<file path="src/corr_defs.svh">
`ifndef CORR_DEFS_SVH
`define CORR_DEFS_SVH

// ------------------------------------------------
// Correlator sizing
// ------------------------------------------------

// Antennas, also the width of the re and im sample words
`define NUM_ANTENNA 8

// Signed width of one accumulator component
`define ACCUM_BITS  16

// Time slots per sample in each lane
`define TRATE       4
`define TBITS       2           // Slot address width, log2 of TRATE

// Correlator lanes sharing the sample bus
`define NUM_LANES   2

`endif

</file>
<file path="src/corr_pkg.sv">
`include "corr_defs.svh"

package corr_pkg;

   // One strobed sample, one bit per antenna and component
   typedef struct packed {
      logic [`NUM_ANTENNA-1:0] re;
      logic [`NUM_ANTENNA-1:0] im;
   } sample_t;

   // Antenna pair for one slot
   typedef struct packed {
      logic [2:0] a;
      logic [2:0] b;
   } pair_t;

   // Visibility word, im in the upper half and re in the lower half
   typedef struct packed {
      logic signed [`ACCUM_BITS-1:0] im;
      logic signed [`ACCUM_BITS-1:0] re;
   } vis_t;

   // ------------------------------------------------
   // Correlation rule
   //   Bit 1 is +1, bit 0 is -1
   //   re += re_a*re_b + im_a*im_b
   //   im += im_a*re_b - re_a*im_b
   //   Each increment is -2, 0 or +2, sums wrap mod 2^16
   // ------------------------------------------------

   // Pair per lane and slot
   localparam pair_t PAIR_TABLE [`NUM_LANES][`TRATE] = '{
      '{'{3'd0, 3'd1}, '{3'd0, 3'd2}, '{3'd0, 3'd3}, '{3'd1, 3'd2}},  // Lane 0
      '{'{3'd1, 3'd3}, '{3'd2, 3'd3}, '{3'd4, 3'd5}, '{3'd6, 3'd7}}   // Lane 1
   };

endpackage

</file>
<file path="src/corr_if.sv">
`timescale 1ns/1ns
`include "corr_defs.svh"

// ------------------------------------------------
// Sequencer to lanes
// ------------------------------------------------
interface slot_if;
   import corr_pkg::*;

   sample_t            sample;     // Held for the whole sweep
   logic               rd_valid;   // Read side of the RMW pass
   logic [`TBITS-1:0]  rd_slot;
   logic               wr_valid;   // Write side, one cycle behind
   logic [`TBITS-1:0]  wr_slot;
   logic               clear;      // Sweep starts every accumulator at zero

   modport seq  (output sample, rd_valid, rd_slot, wr_valid, wr_slot, clear);
   modport lane (input  sample, rd_valid, rd_slot, wr_valid, wr_slot, clear);
endinterface

// ------------------------------------------------
// Lanes to visibility buffer
// ------------------------------------------------
interface vis_if;
   import corr_pkg::*;

   logic [`NUM_LANES-1:0] we;         // One strobe per lane
   logic [`TBITS-1:0]     slot;       // Shared write slot
   logic                  bank;       // Active write bank
   vis_t                  data [`NUM_LANES];

   // Each lane drives only its own we and data element
   modport lane   (output we, slot, data, input bank);
   modport buffer (input  we, slot, data, bank);
endinterface

</file>
<file path="src/corr_sequencer.sv">
`timescale 1ns/1ns
`include "corr_defs.svh"

module corr_sequencer (
   input  logic                    clk_x,
   input  logic                    rst,
   input  logic                    en_i,    // Sample strobe
   input  logic                    sw_i,    // Bank switch request
   input  logic [`NUM_ANTENNA-1:0] re_i,
   input  logic [`NUM_ANTENNA-1:0] im_i,
   output logic                    bank_o,  // Active write bank
   slot_if.seq                     sl
);

   logic pending;     // Swap requested, waiting for a sample
   logic swap_now;
   logic last_rd;
   logic last_wr;

   // A request in the same cycle as the strobe counts too
   assign swap_now = en_i && (pending || sw_i);
   assign last_rd  = sl.rd_valid && (sl.rd_slot == `TBITS'(`TRATE-1));
   assign last_wr  = sl.wr_valid && (sl.wr_slot == `TBITS'(`TRATE-1));

   // ------------------------------------------------
   // Sample capture
   // ------------------------------------------------
   always_ff @(posedge clk_x) begin
      if (en_i) begin
         sl.sample <= '{re: re_i, im: im_i};
      end
   end

   // ------------------------------------------------
   // Slot counters
   // ------------------------------------------------
   always_ff @(posedge clk_x) begin
      if (rst) begin
         sl.rd_valid <= 1'b0;
         sl.rd_slot  <= '0;
         sl.wr_valid <= 1'b0;
         sl.wr_slot  <= '0;
      end else begin
         if (en_i) begin
            sl.rd_valid <= 1'b1;          // Sweep starts with slot 0
            sl.rd_slot  <= '0;
         end else if (sl.rd_valid) begin
            sl.rd_valid <= !last_rd;
            sl.rd_slot  <= sl.rd_slot + 1'b1;
         end
         // Write side trails the read side by one cycle
         sl.wr_valid <= sl.rd_valid;
         sl.wr_slot  <= sl.rd_slot;
      end
   end

   // ------------------------------------------------
   // Swap, bank and clear state
   // ------------------------------------------------
   always_ff @(posedge clk_x) begin
      if (rst) begin
         pending  <= 1'b0;
         bank_o   <= 1'b0;
         sl.clear <= 1'b1;               // First sample starts from zero
      end else begin
         if (swap_now) begin
            pending  <= 1'b0;
            bank_o   <= !bank_o;         // Flip on the accepted strobe
            sl.clear <= 1'b1;            // Held through this sweep
         end else begin
            if (sw_i) begin
               pending <= 1'b1;          // Repeats merge into one
            end
            if (last_wr) begin
               sl.clear <= 1'b0;         // Sweep done, accumulate from now on
            end
         end
      end
   end

endmodule

</file>
<file path="src/correlator_lane.sv">
`timescale 1ns/1ns
`include "corr_defs.svh"

module correlator_lane #(
   parameter int LANE = 0             // Row of the pair table
) (
   input  logic clk_x,
   input  logic rst,
   slot_if.lane sl,
   vis_if.lane  vis
);
   import corr_pkg::*;

   pair_t                    pair;
   logic                     ra, ia, rb, ib;
   logic signed [2:0]        inc_re, inc_im;
   logic signed [2:0]        inc_re_q, inc_im_q;
   vis_t                     acc_mem [`TRATE];  // Running accumulators
   vis_t                     acc_q;
   vis_t                     sum;
   logic                     vld_q;             // Read stage result valid
   logic                     we;

   // Two +-1 products into -2, 0 or +2, where x and y are
   // true for a +1 product
   function automatic logic signed [2:0] pair_sum(input logic x, input logic y);
      logic signed [2:0] s;
      if (x && y)
         s = 3'sd2;
      else if (!x && !y)
         s = -3'sd2;
      else
         s = 3'sd0;
      return s;
   endfunction

   // ------------------------------------------------
   // Read stage, pair lookup and products
   // ------------------------------------------------
   assign pair = PAIR_TABLE[LANE][sl.rd_slot];
   assign ra   = sl.sample.re[pair.a];
   assign ia   = sl.sample.im[pair.a];
   assign rb   = sl.sample.re[pair.b];
   assign ib   = sl.sample.im[pair.b];

   // Equal bits give +1
   assign inc_re = pair_sum(ra ~^ rb, ia ~^ ib);
   assign inc_im = pair_sum(ia ~^ rb, ra ^ ib);   // Second term negated

   always_ff @(posedge clk_x) begin
      if (sl.rd_valid) begin
         acc_q    <= acc_mem[sl.rd_slot];
         inc_re_q <= inc_re;
         inc_im_q <= inc_im;
      end
   end

   always_ff @(posedge clk_x) begin
      if (rst)
         vld_q <= 1'b0;
      else
         vld_q <= sl.rd_valid;
   end

   // ------------------------------------------------
   // Write stage
   // ------------------------------------------------
   // Clear swaps the stored value for zero, sum wraps at 16 bits
   assign sum.re = (sl.clear ? '0 : acc_q.re) + `ACCUM_BITS'(inc_re_q);
   assign sum.im = (sl.clear ? '0 : acc_q.im) + `ACCUM_BITS'(inc_im_q);
   assign we     = vld_q && sl.wr_valid;

   always_ff @(posedge clk_x) begin
      if (we) begin
         acc_mem[sl.wr_slot] <= sum;
      end
   end

   // Buffer captures on the same edge as the accumulator
   assign vis.we[LANE]   = we;
   assign vis.data[LANE] = sum;

   // Slots are common to all lanes, lane 0 drives the copy
   generate
      if (LANE == 0) begin : g_slot
         assign vis.slot = sl.wr_slot;
      end
   endgenerate

endmodule

</file>
<file path="src/vis_buffer.sv">
`timescale 1ns/1ns
`include "corr_defs.svh"

module vis_buffer (
   input  logic                   clk_x,
   input  logic                   rst,
   input  logic                   cyc_i,
   input  logic                   stb_i,
   input  logic [3:0]             adr_i,   // {lane, slot, component}
   output logic                   ack_o,
   output logic [`ACCUM_BITS-1:0] dat_o,
   vis_if.buffer                  vis
);
   import corr_pkg::*;

   localparam int NVIS = `NUM_LANES * `TRATE;

   vis_t       mem [2][NVIS];   // Bank, then lane*TRATE + slot
   logic       req;
   logic       req_q;            // Request seen last edge
   logic       ack_q;
   logic [3:0] adr_q;
   logic       half_q;           // Component select for dat_o
   vis_t       rd_word;

   // ------------------------------------------------
   // Write side, every lane in the same cycle
   // ------------------------------------------------
   always_ff @(posedge clk_x) begin
      for (int l = 0; l < `NUM_LANES; l++) begin
         if (vis.we[l]) begin
            mem[vis.bank][l*`TRATE + int'(vis.slot)] <= vis.data[l];
         end
      end
   end

   // ------------------------------------------------
   // Bus read path
   // ------------------------------------------------
   assign req = cyc_i && stb_i;

   always_ff @(posedge clk_x) begin
      if (req) begin
         adr_q <= adr_i;                       // Edge k
      end
      rd_word <= mem[!vis.bank][adr_q[3:1]];   // Edge k+1, inactive bank only
      half_q  <= adr_q[0];
      dat_o   <= half_q ? rd_word.im : rd_word.re;  // Edge k+2
   end

   // Acknowledge, dropped if cyc_i falls straight after the strobe
   always_ff @(posedge clk_x) begin
      if (rst) begin
         req_q <= 1'b0;
         ack_q <= 1'b0;
         ack_o <= 1'b0;
      end else begin
         req_q <= req;
         ack_q <= req_q && cyc_i;
         ack_o <= ack_q;
      end
   end

endmodule

</file>
<file path="src/correlator_block.sv">
`timescale 1ns/1ns
`include "corr_defs.svh"

module correlator_block (
   input  logic                    clk_x,
   input  logic                    rst,

   // Antenna samples
   input  logic                    en_i,
   input  logic                    sw_i,
   input  logic [`NUM_ANTENNA-1:0] re_i,
   input  logic [`NUM_ANTENNA-1:0] im_i,

   // Visibility read bus
   input  logic                    cyc_i,
   input  logic                    stb_i,
   input  logic [3:0]              adr_i,
   output logic                    ack_o,
   output logic [`ACCUM_BITS-1:0]  dat_o,

   output logic                    bank_o
);

   slot_if sl ();
   vis_if  vis ();

   // Buffer writes go to the bank the sequencer holds
   assign vis.bank = bank_o;

   // ------------------------------------------------
   // Input side
   // ------------------------------------------------
   corr_sequencer u_seq (
      .clk_x  (clk_x),
      .rst    (rst),
      .en_i   (en_i),
      .sw_i   (sw_i),
      .re_i   (re_i),
      .im_i   (im_i),
      .bank_o (bank_o),
      .sl     (sl)
   );

   // ------------------------------------------------
   // Lanes
   // ------------------------------------------------
   correlator_lane #(.LANE(0)) u_lane0 (
      .clk_x (clk_x),
      .rst   (rst),
      .sl    (sl),
      .vis   (vis)
   );

   correlator_lane #(.LANE(1)) u_lane1 (
      .clk_x (clk_x),
      .rst   (rst),
      .sl    (sl),
      .vis   (vis)
   );

   // Output side
   vis_buffer u_buf (
      .clk_x (clk_x),
      .rst   (rst),
      .cyc_i (cyc_i),
      .stb_i (stb_i),
      .adr_i (adr_i),
      .ack_o (ack_o),
      .dat_o (dat_o),
      .vis   (vis)
   );

endmodule

</file>
<file path="config.mk">
export PLATFORM = sky130hd
export DESIGN_NAME = correlator_block
export DESIGN_NICKNAME = d
export VERILOG_FILES = /design/src/corr_pkg.sv /design/src/corr_if.sv /design/src/corr_sequencer.sv /design/src/correlator_lane.sv /design/src/vis_buffer.sv /design/src/correlator_block.sv
export VERILOG_INCLUDE_DIRS = /design/src /design/src/src
export SDC_FILE = /design/constraint.sdc
export NUM_CORES = 1
export LEC_CHECK = 0
export ABC_AREA = 1
export ABC_CLOCK_PERIOD_IN_PS = 5450
export BUFFER_PORTS_ARGS = -buffer_cell sky130_fd_sc_hd__buf_2
export CAP_MARGIN = 20
export CORE_ASPECT_RATIO = 1.75
export CORE_MARGIN = 3
export CORE_UTILIZATION = 35
export CTS_CLUSTER_SIZE = 10
export DETAILED_ROUTE_END_ITERATION = 8
export GPL_TIMING_DRIVEN = 0
export PLACE_DENSITY = 0.6
export SETUP_SLACK_MARGIN = 0.1
export SLEW_MARGIN = 20
export SYNTH_ARGS = -nofsm -noshare
export SYNTH_HDL_FRONTEND = slang
export SYNTH_SLANG_ARGS = --single-unit
</file>
<file path="constraint.sdc">
create_clock -name clk_x -period 5.45 [get_ports clk_x]
set_clock_uncertainty 0.05 [all_clocks]
set_input_delay 1.635 -clock clk_x [delete_from_list [all_inputs] [get_ports clk_x]]
set_output_delay 1.635 -clock clk_x [all_outputs]
set_load 0.005 [all_outputs]
</file>
**Yosys cells after proc, flatten, opt, wreduce, memory -nomap -nowiden**

Memories as Yosys holds them, arrays and structs flattened. A register that Yosys moved wholly into a read port is not among the register bits.
Cells that the tools add are included.

- Add/subtract/negate cells: 6
- $mul: 0
- Divide/modulo/power cells: 0
- Order comparisons: 10
- Equal/unequal tests: 2
- Shift-type cells: 0
- Muxes and demuxes: 300
- Bitwise operators: 268
- Reduce and logical (&&, ||, !) cells: 28

Operator list:

| operator | count |
|---|---|
| 256-bit two-way mux | 2 |
| 1-bit two-way mux | 268 |
| 1-bit bitwise OR | 256 |
| 32-bit demux with 3-bit select | 2 |
| 32-bit two-way mux | 4 |
| 32-bit binary-select mux with 3-bit select | 1 |
| 16-bit two-way mux | 5 |
| 16-bit adder | 4 |
| 32-bit by 4-bit >= comparator with 1-bit output, second input constant | 2 |
| 32-bit by 1-bit less-than comparator with 1-bit output, second input constant | 2 |
| 2-bit NOT with 32-bit output | 1 |
| 32-bit NOT | 1 |
| 1-bit binary-select mux with 3-bit select | 8 |
| 6-bit binary-select mux with 2-bit select | 2 |
| 6-bit two-way mux | 4 |
| 3-bit by 4-bit less-than comparator with 1-bit output, second input constant | 4 |
| 1-bit logical AND | 15 |
| 3-bit two-way mux | 4 |
| 1-bit zero test | 10 |
| 1-bit XNOR | 6 |
| 3-bit by 2-bit adder with 4-bit output, first input constant | 1 |
| 2-bit equality test, second input constant | 2 |
| 4-bit >= comparator, second input constant | 1 |
| 3-bit NOT with 4-bit output | 1 |
| other kinds (6) | 8 |

- Register bits: 93
- Latch bits: 0
- Bits in writable memories: 768
- Memory bits (read-only): 0
- Output and inout port bits: 18
- Word-level logic and storage cells: 638
- Memories: 3

Memory list:

| name | words | width | read ports | clocked after memory_dff | wr ports | RTL line | source |
|---|---|---|---|---|---|---|---|
| u_buf.mem | 2 | 256 | 1 | 0 | 1 | vis_buffer.sv:18 | `vis_t mem [2][NVIS];` |
| u_lane0.acc_mem | 4 | 32 | 1 | 1 | 1 | correlator_lane.sv:18 | `` vis_t acc_mem [`TRATE]; `` |
| u_lane1.acc_mem | 4 | 32 | 1 | 1 | 1 | correlator_lane.sv:18 |  |

**Longest topological paths before layout**

- Word-level depth: 10
- Gate-level depth with buffers: 15
- Depth with buffers taken out: 13

**Worst setup path after synthesis**

OpenSTA, ideal clock, no wires.

- Path kind: register to register
- From: register u_seq.sl.wr_slot[1]
- To: memory u_buf.mem[0][100] (netlist name) (enable)
- Library setup time: 0.487 ns
- Arrival: 3.700 ns
- Slack: 1.213 ns
- Cell stages (with the launch flop): 5
- Buffers on the path: 1
- Path through: dfxtp_1 > nor3_1 > inv_2 > clkbuf_1 > nor2_1

- Longest elaborated chain between the ends: 8

Ends and longest elaborated chain:

| what | RTL line | source |
|---|---|---|
| start, declared | corr_if.sv:17 | `modport seq (output sample, rd_valid, rd_slot, wr_valid, wr_slot, clear);` |
| start signal, assigned | corr_sequencer.sv:53 | `sl.wr_slot <= sl.rd_slot;` |
| 3-bit by 2-bit adder with 4-bit output | vis_buffer.sv:32 | `` mem[vis.bank][l*`TRATE + int'(vis.slot)] <= vis.data[l]; `` |
| 32-bit NOT | vis_buffer.sv:32 |  |
| 32-bit by 4-bit >= comparator with 1-bit output or 32-bit by 1-bit less-than comparator with 1-bit output (tied branches) | vis_buffer.sv:32 |  |
| 1-bit logical AND | vis_buffer.sv:32 |  |
| 32-bit two-way mux | vis_buffer.sv:32 |  |
| 32-bit demux with 3-bit select | vis_buffer.sv:32 |  |
| 256-bit two-way mux | vis_buffer.sv:32 |  |
| 1-bit bitwise OR (no line) (*) | n/a |  |
| end, declared | vis_buffer.sv:18 |  |

Mark *: on every way between the ends. The rest lies on a longest branch, timed or not.

**Worst setup path in the final report**

- From: register u_seq.sl.clear
- To: memory u_buf.mem[1][105] (netlist name) (data pin)

- Longest elaborated chain between the ends: 3

Ends and longest elaborated chain:

| what | RTL line | source |
|---|---|---|
| start, declared | corr_if.sv:17 |  |
| start signal, assigned | corr_sequencer.sv:64 | `sl.clear <= 1'b1;` |
| start signal, assigned | corr_sequencer.sv:69 | `sl.clear <= 1'b1;` |
| start signal, assigned | corr_sequencer.sv:75 | `sl.clear <= 1'b0;` |
| 16-bit two-way mux | correlator_lane.sv:69 | `` assign sum.re = (sl.clear ? '0 : acc_q.re) + `ACCUM_BITS'(inc_re_q); `` |
| 16-bit adder | correlator_lane.sv:69 |  |
| 1-bit two-way mux (no line) (*) | n/a |  |

Marked as above.

==> impl_summary.md <==
STA
The number of hold violations in the final report is 0. The final worst-path cycle share is 0.862. Setup slack closes at between 0.7 and 0.8 ns. Counting I/O delays and the setup requirement, the final critical path takes between 4 and 5 ns. The max-slew violation count was 0. Across all hold checks on the routed design, the worst slack comes to approximately 0.3 ns. The achievable frequency is 213 MHz. Setup repair after global routing left no endpoint under its margin. Measured against its own limit, the worst slew margin works out to 0.167.

The accumulated negative setup slack is 0 ns. The measured slew at the worst slew-check pin is roughly 1.3 ns. Setup violations remaining at the end of the flow were counted as 0.

Power and ir drop
The analysis attributes to cell leakage a power of 16.9 nW. Across the VDD grid, the largest voltage drop is 0.237 mV. The power density relative to cell area is 347 nW/um2. The overall power after layout is roughly 16 mW.

Cells and area
The top cell types in the final layout, fill and taps aside, are sky130_fd_sc_hd__edfxtp_1, sky130_fd_sc_hd__nor2_1, sky130_fd_sc_hd__nand2_1, sky130_fd_sc_hd__o21ai_0, sky130_fd_sc_hd__inv_1. The layout overhead on the synthesized area is 15.3%. The commonest non-fill, non-tap cell in the layout is sky130_fd_sc_hd__edfxtp_1. The total of fill cells in the finished design is 10.7k. Of the cells placed in the final design, the portion with a size suffix greater than 1 is 0.0887. At the end of the flow the core is filled with cells to 0.408. At the end of the flow, the number of nets in the layout was approximately 3.9k.

Placed design
The count of input and output buffers is 42. Once detailed placement completed, the half-perimeter wirelength came to 95.6 mm. The congestion estimate from routability-driven global placement came to 0.943. The worst setup slack after placement is 0.758 ns.

Die
The top-level port count is 44. For this configuration, the core starts out at a cell density of 0.354. The total area inside the core boundary comes to around 110,000 um2. The die outline area is 118,000 um2. In this run the vertical extent of the chip is between 400 and 500 um. The width of the die is between 200 and 300 um.

The count of standard-cell rows is between 150 and 200.

Setup path
The cell occurring most often along the worst timing path is sky130_fd_sc_hd__nand2_1. The flop-to-flop setup slack is approximately 0.75 ns. The worst register-to-register path ends at u_buf.mem[1][105]. The count of cell instances traversed by the critical path is 10. The largest incremental delay on the critical path is between 0.8 and 0.9 ns.

The critical path's slowest cell is sky130_fd_sc_hd__xnor2_1. The worst setup path is of the flip-flop to flip-flop kind. In this run the critical register-to-register path is launched from u_seq.sl.clear. The sort of element at the start of the critical path is a flip-flop.

Counting both buffers and inverters, the worst setup path holds a total of 2. The worst setup path is captured at a flip-flop. Walking the worst path, the cells encountered are clkbuf_1 -> buf_1 -> nor2_1 -> fa_1 -> nand3_1 -> nand2_1 -> nand2_1 -> nand2_1 -> xnor2_1 -> o21ai_0. The family of cells with the greatest summed delay on the critical path is buffers and inverters. Data on the critical path is required at its endpoint by 5.79 ns. The worst path arrival time is between 5 and 6 ns.

The cell count of the worst reg-to-reg path is 10. Of all nets on the critical path, the largest fanout is 10. Tracing the worst setup path back leads to its startpoint at u_seq.sl.clear. The critical path ends at u_buf.mem[1][105].

Clock tree
The post-CTS setup repair buffer count is 0. The TritonCTS clock tree is yes. Once the clock tree was built, the resizer swapped 0 gates to a different size. The clock drives about 900 sinks. The clock reaches the later pin of the worst-skew pair after roughly 0.73 ns. The clock tree synthesis step divided the H-tree into 3 levels. The number of buffers inserted during clock tree synthesis is between 100 and 150.

After clock tree synthesis, the clock-pin slew on the worst setup and hold paths is roughly 0.06 ns. For this design, the CTS-stage hold fixing added 0 buffers. The clock passes through at most 3 buffers. The cell sitting at the root of the clock tree is a sky130_fd_sc_hd__clkbuf_16.

Global route
The total global routing track utilization is 0.224. The global-route wire length before repair is between 150 and 200 mm. Entering global routing, the biggest net connects 45 pins. The initial antenna violation count is 5. The via count of the first global-routing pass is ~28k. Summed over all layers, the global routing overflow is 0.

Yosys
Yosys mapped a number of flops with a built-in enable equal to 860. The average footprint of a synthesized cell is approximately 11 um2. In the synthesized netlist the dominant register cell turns out to be sky130_fd_sc_hd__edfxtp_1. When the netlist entered floorplanning its net count stood at roughly 3.7k. The count of different cell masters after synthesis is 38. During synthesis, Yosys emitted a total of 0 warnings. After synthesis, the share of flip-flops with an asynchronous set or reset is 0. The post-synthesis register bit count is 921. The cell taking the most area after synthesis is sky130_fd_sc_hd__edfxtp_1. Yosys attributes the largest share of cell area to sky130_fd_sc_hd__edfxtp_1, sky130_fd_sc_hd__nor2_1, sky130_fd_sc_hd__o21ai_0. The synthesized netlist cell count is between 3k and 4k.

The fraction of the yosys area taken by sequential cells is 0.676. The portion of synthesized cell area occupied by the leading cell type is 0.646. The cell area after synthesis is ~40,000 um2.

Drt
The number of vias per cell is between 5 and 6. The detailed router finished its first iteration with between 2k and 3k violations. The post-detailed-routing wire length is 133 mm. The remaining antenna violation count after routing is 0. The final routed DRC violation total is 0. In the final routed layout, each cell accounts on average for 25.0 um.

The first TritonRoute pass finished after 6 iterations. The total via count after detailed routing is 28.4k.

Run status
The run finished with clean final reports.

Run
The total of max-cap violations is 0.

Worst hold path
The type of the tightest min-delay check is flip-flop to flip-flop.
-- area by class of cell --
type / count / area [um2] / area share
inverter: 249 / 937 / 0.0203
buffer: 185 / 920 / 0.0200
clock buffer: 150 / 2760 / 0.0600
clock inverter: 11 / 184 / 0.00399
sequential: 921 / 27000 / 0.587
antenna: 3 / 7.51 / 0.000163
timing repair buffer: 84 / 1110 / 0.0241
multi-input combinational: 2244 / 11300 / 0.244
tap: 1485 / 1860 / 0.0403
-- flip-flops by register name, summed over array words and instances (netlist names), 4 cells and up --
name and count:
u_buf.dat_o 16, u_lane0.acc_q 32, u_buf.mem 512, u_buf.adr_q 4
u_buf.rd_word 32, u_lane1.acc_mem 128, u_lane0.acc_mem 128, u_seq.sl.sample 16
u_lane1.acc_q 32
-- worst min path at each step --
stage / from / endpoint / slack (ns) / cells after the start
finish: u_buf.adr_q[0] / u_buf.half_q / 0.31 / 0
global route: u_buf.adr_q[0] / u_buf.half_q / 0.32 / 0
global placement: u_buf.adr_q[0] / u_buf.half_q / 0.30 / 0
CTS: u_buf.adr_q[0] / u_buf.half_q / 0.32 / 0
floorplan: u_buf.adr_q[0] / u_buf.half_q / 0.27 / 0
detailed placement: u_buf.adr_q[0] / u_buf.half_q / 0.30 / 0
-- metal layers --
metal | wire [um] | track usage | vias up
met5 | 0 | 0 | -
met4 | 12600 | 0.182 | 0
met3 | 8550 | 0.0388 | 423
met2 | 67300 | 0.395 | 1253
met1 | 44600 | 0.231 | 13762
li1 | - | - | 12968
-- logic make-up after synthesis --
kind of cell               count (synthesis)  synth area share
AOI/OAI and AO/OA                        726             0.102
DFF                                      921             0.676
adders and majority gates                 63            0.0205
muxes                                     24           0.00651
and+or+nand+nor                         1401             0.143
buffers and inverters                    434            0.0460
xor gates and xnor gates                  30           0.00657
-- where the power goes --
| part | internal (mW) | leakage, nW | total (mW) | switching [mW] |
|---|---|---|---|---|
| combinational | 0.420 | 7.17 | 1.62 | 1.20 |
| clock | 3.53 | 1.41 | 6.28 | 2.75 |
| sequential | 8.03 | 8.32 | 8.11 | 0.0761 |
-- Yosys cell counts (16+ instances only) --
library cell               instances
sky130_fd_sc_hd__edfxtp_1        860
sky130_fd_sc_hd__nor2_1          625
sky130_fd_sc_hd__nand2_1         512
sky130_fd_sc_hd__o21ai_0         411
sky130_fd_sc_hd__inv_1           240
sky130_fd_sc_hd__nand3_1         188
sky130_fd_sc_hd__o211ai_1        127
sky130_fd_sc_hd__clkbuf_1        110
sky130_fd_sc_hd__o21ai_1          74
sky130_fd_sc_hd__o22ai_1          64
sky130_fd_sc_hd__dfxtp_1          61
sky130_fd_sc_hd__ha_1             59
sky130_fd_sc_hd__a21oi_1          45
sky130_fd_sc_hd__xor2_1           26
sky130_fd_sc_hd__buf_2            25
sky130_fd_sc_hd__and2_1           24
sky130_fd_sc_hd__buf_1            21
sky130_fd_sc_hd__mux2_2           16
-- per-stage QoR --
| stage | std cells | instance area [um2] |
|---|---|---|
| floorplan | 3599 | 40000 |
| global placement | 5126 | 42100 |
| detailed placement | 5168 | 43100 |
| CTS | 5329 | 46100 |
| global route | 5330 | 46100 |
| finish | 5332 | 46100 |
Note: power is estimated with default switching activity, not from simulation.
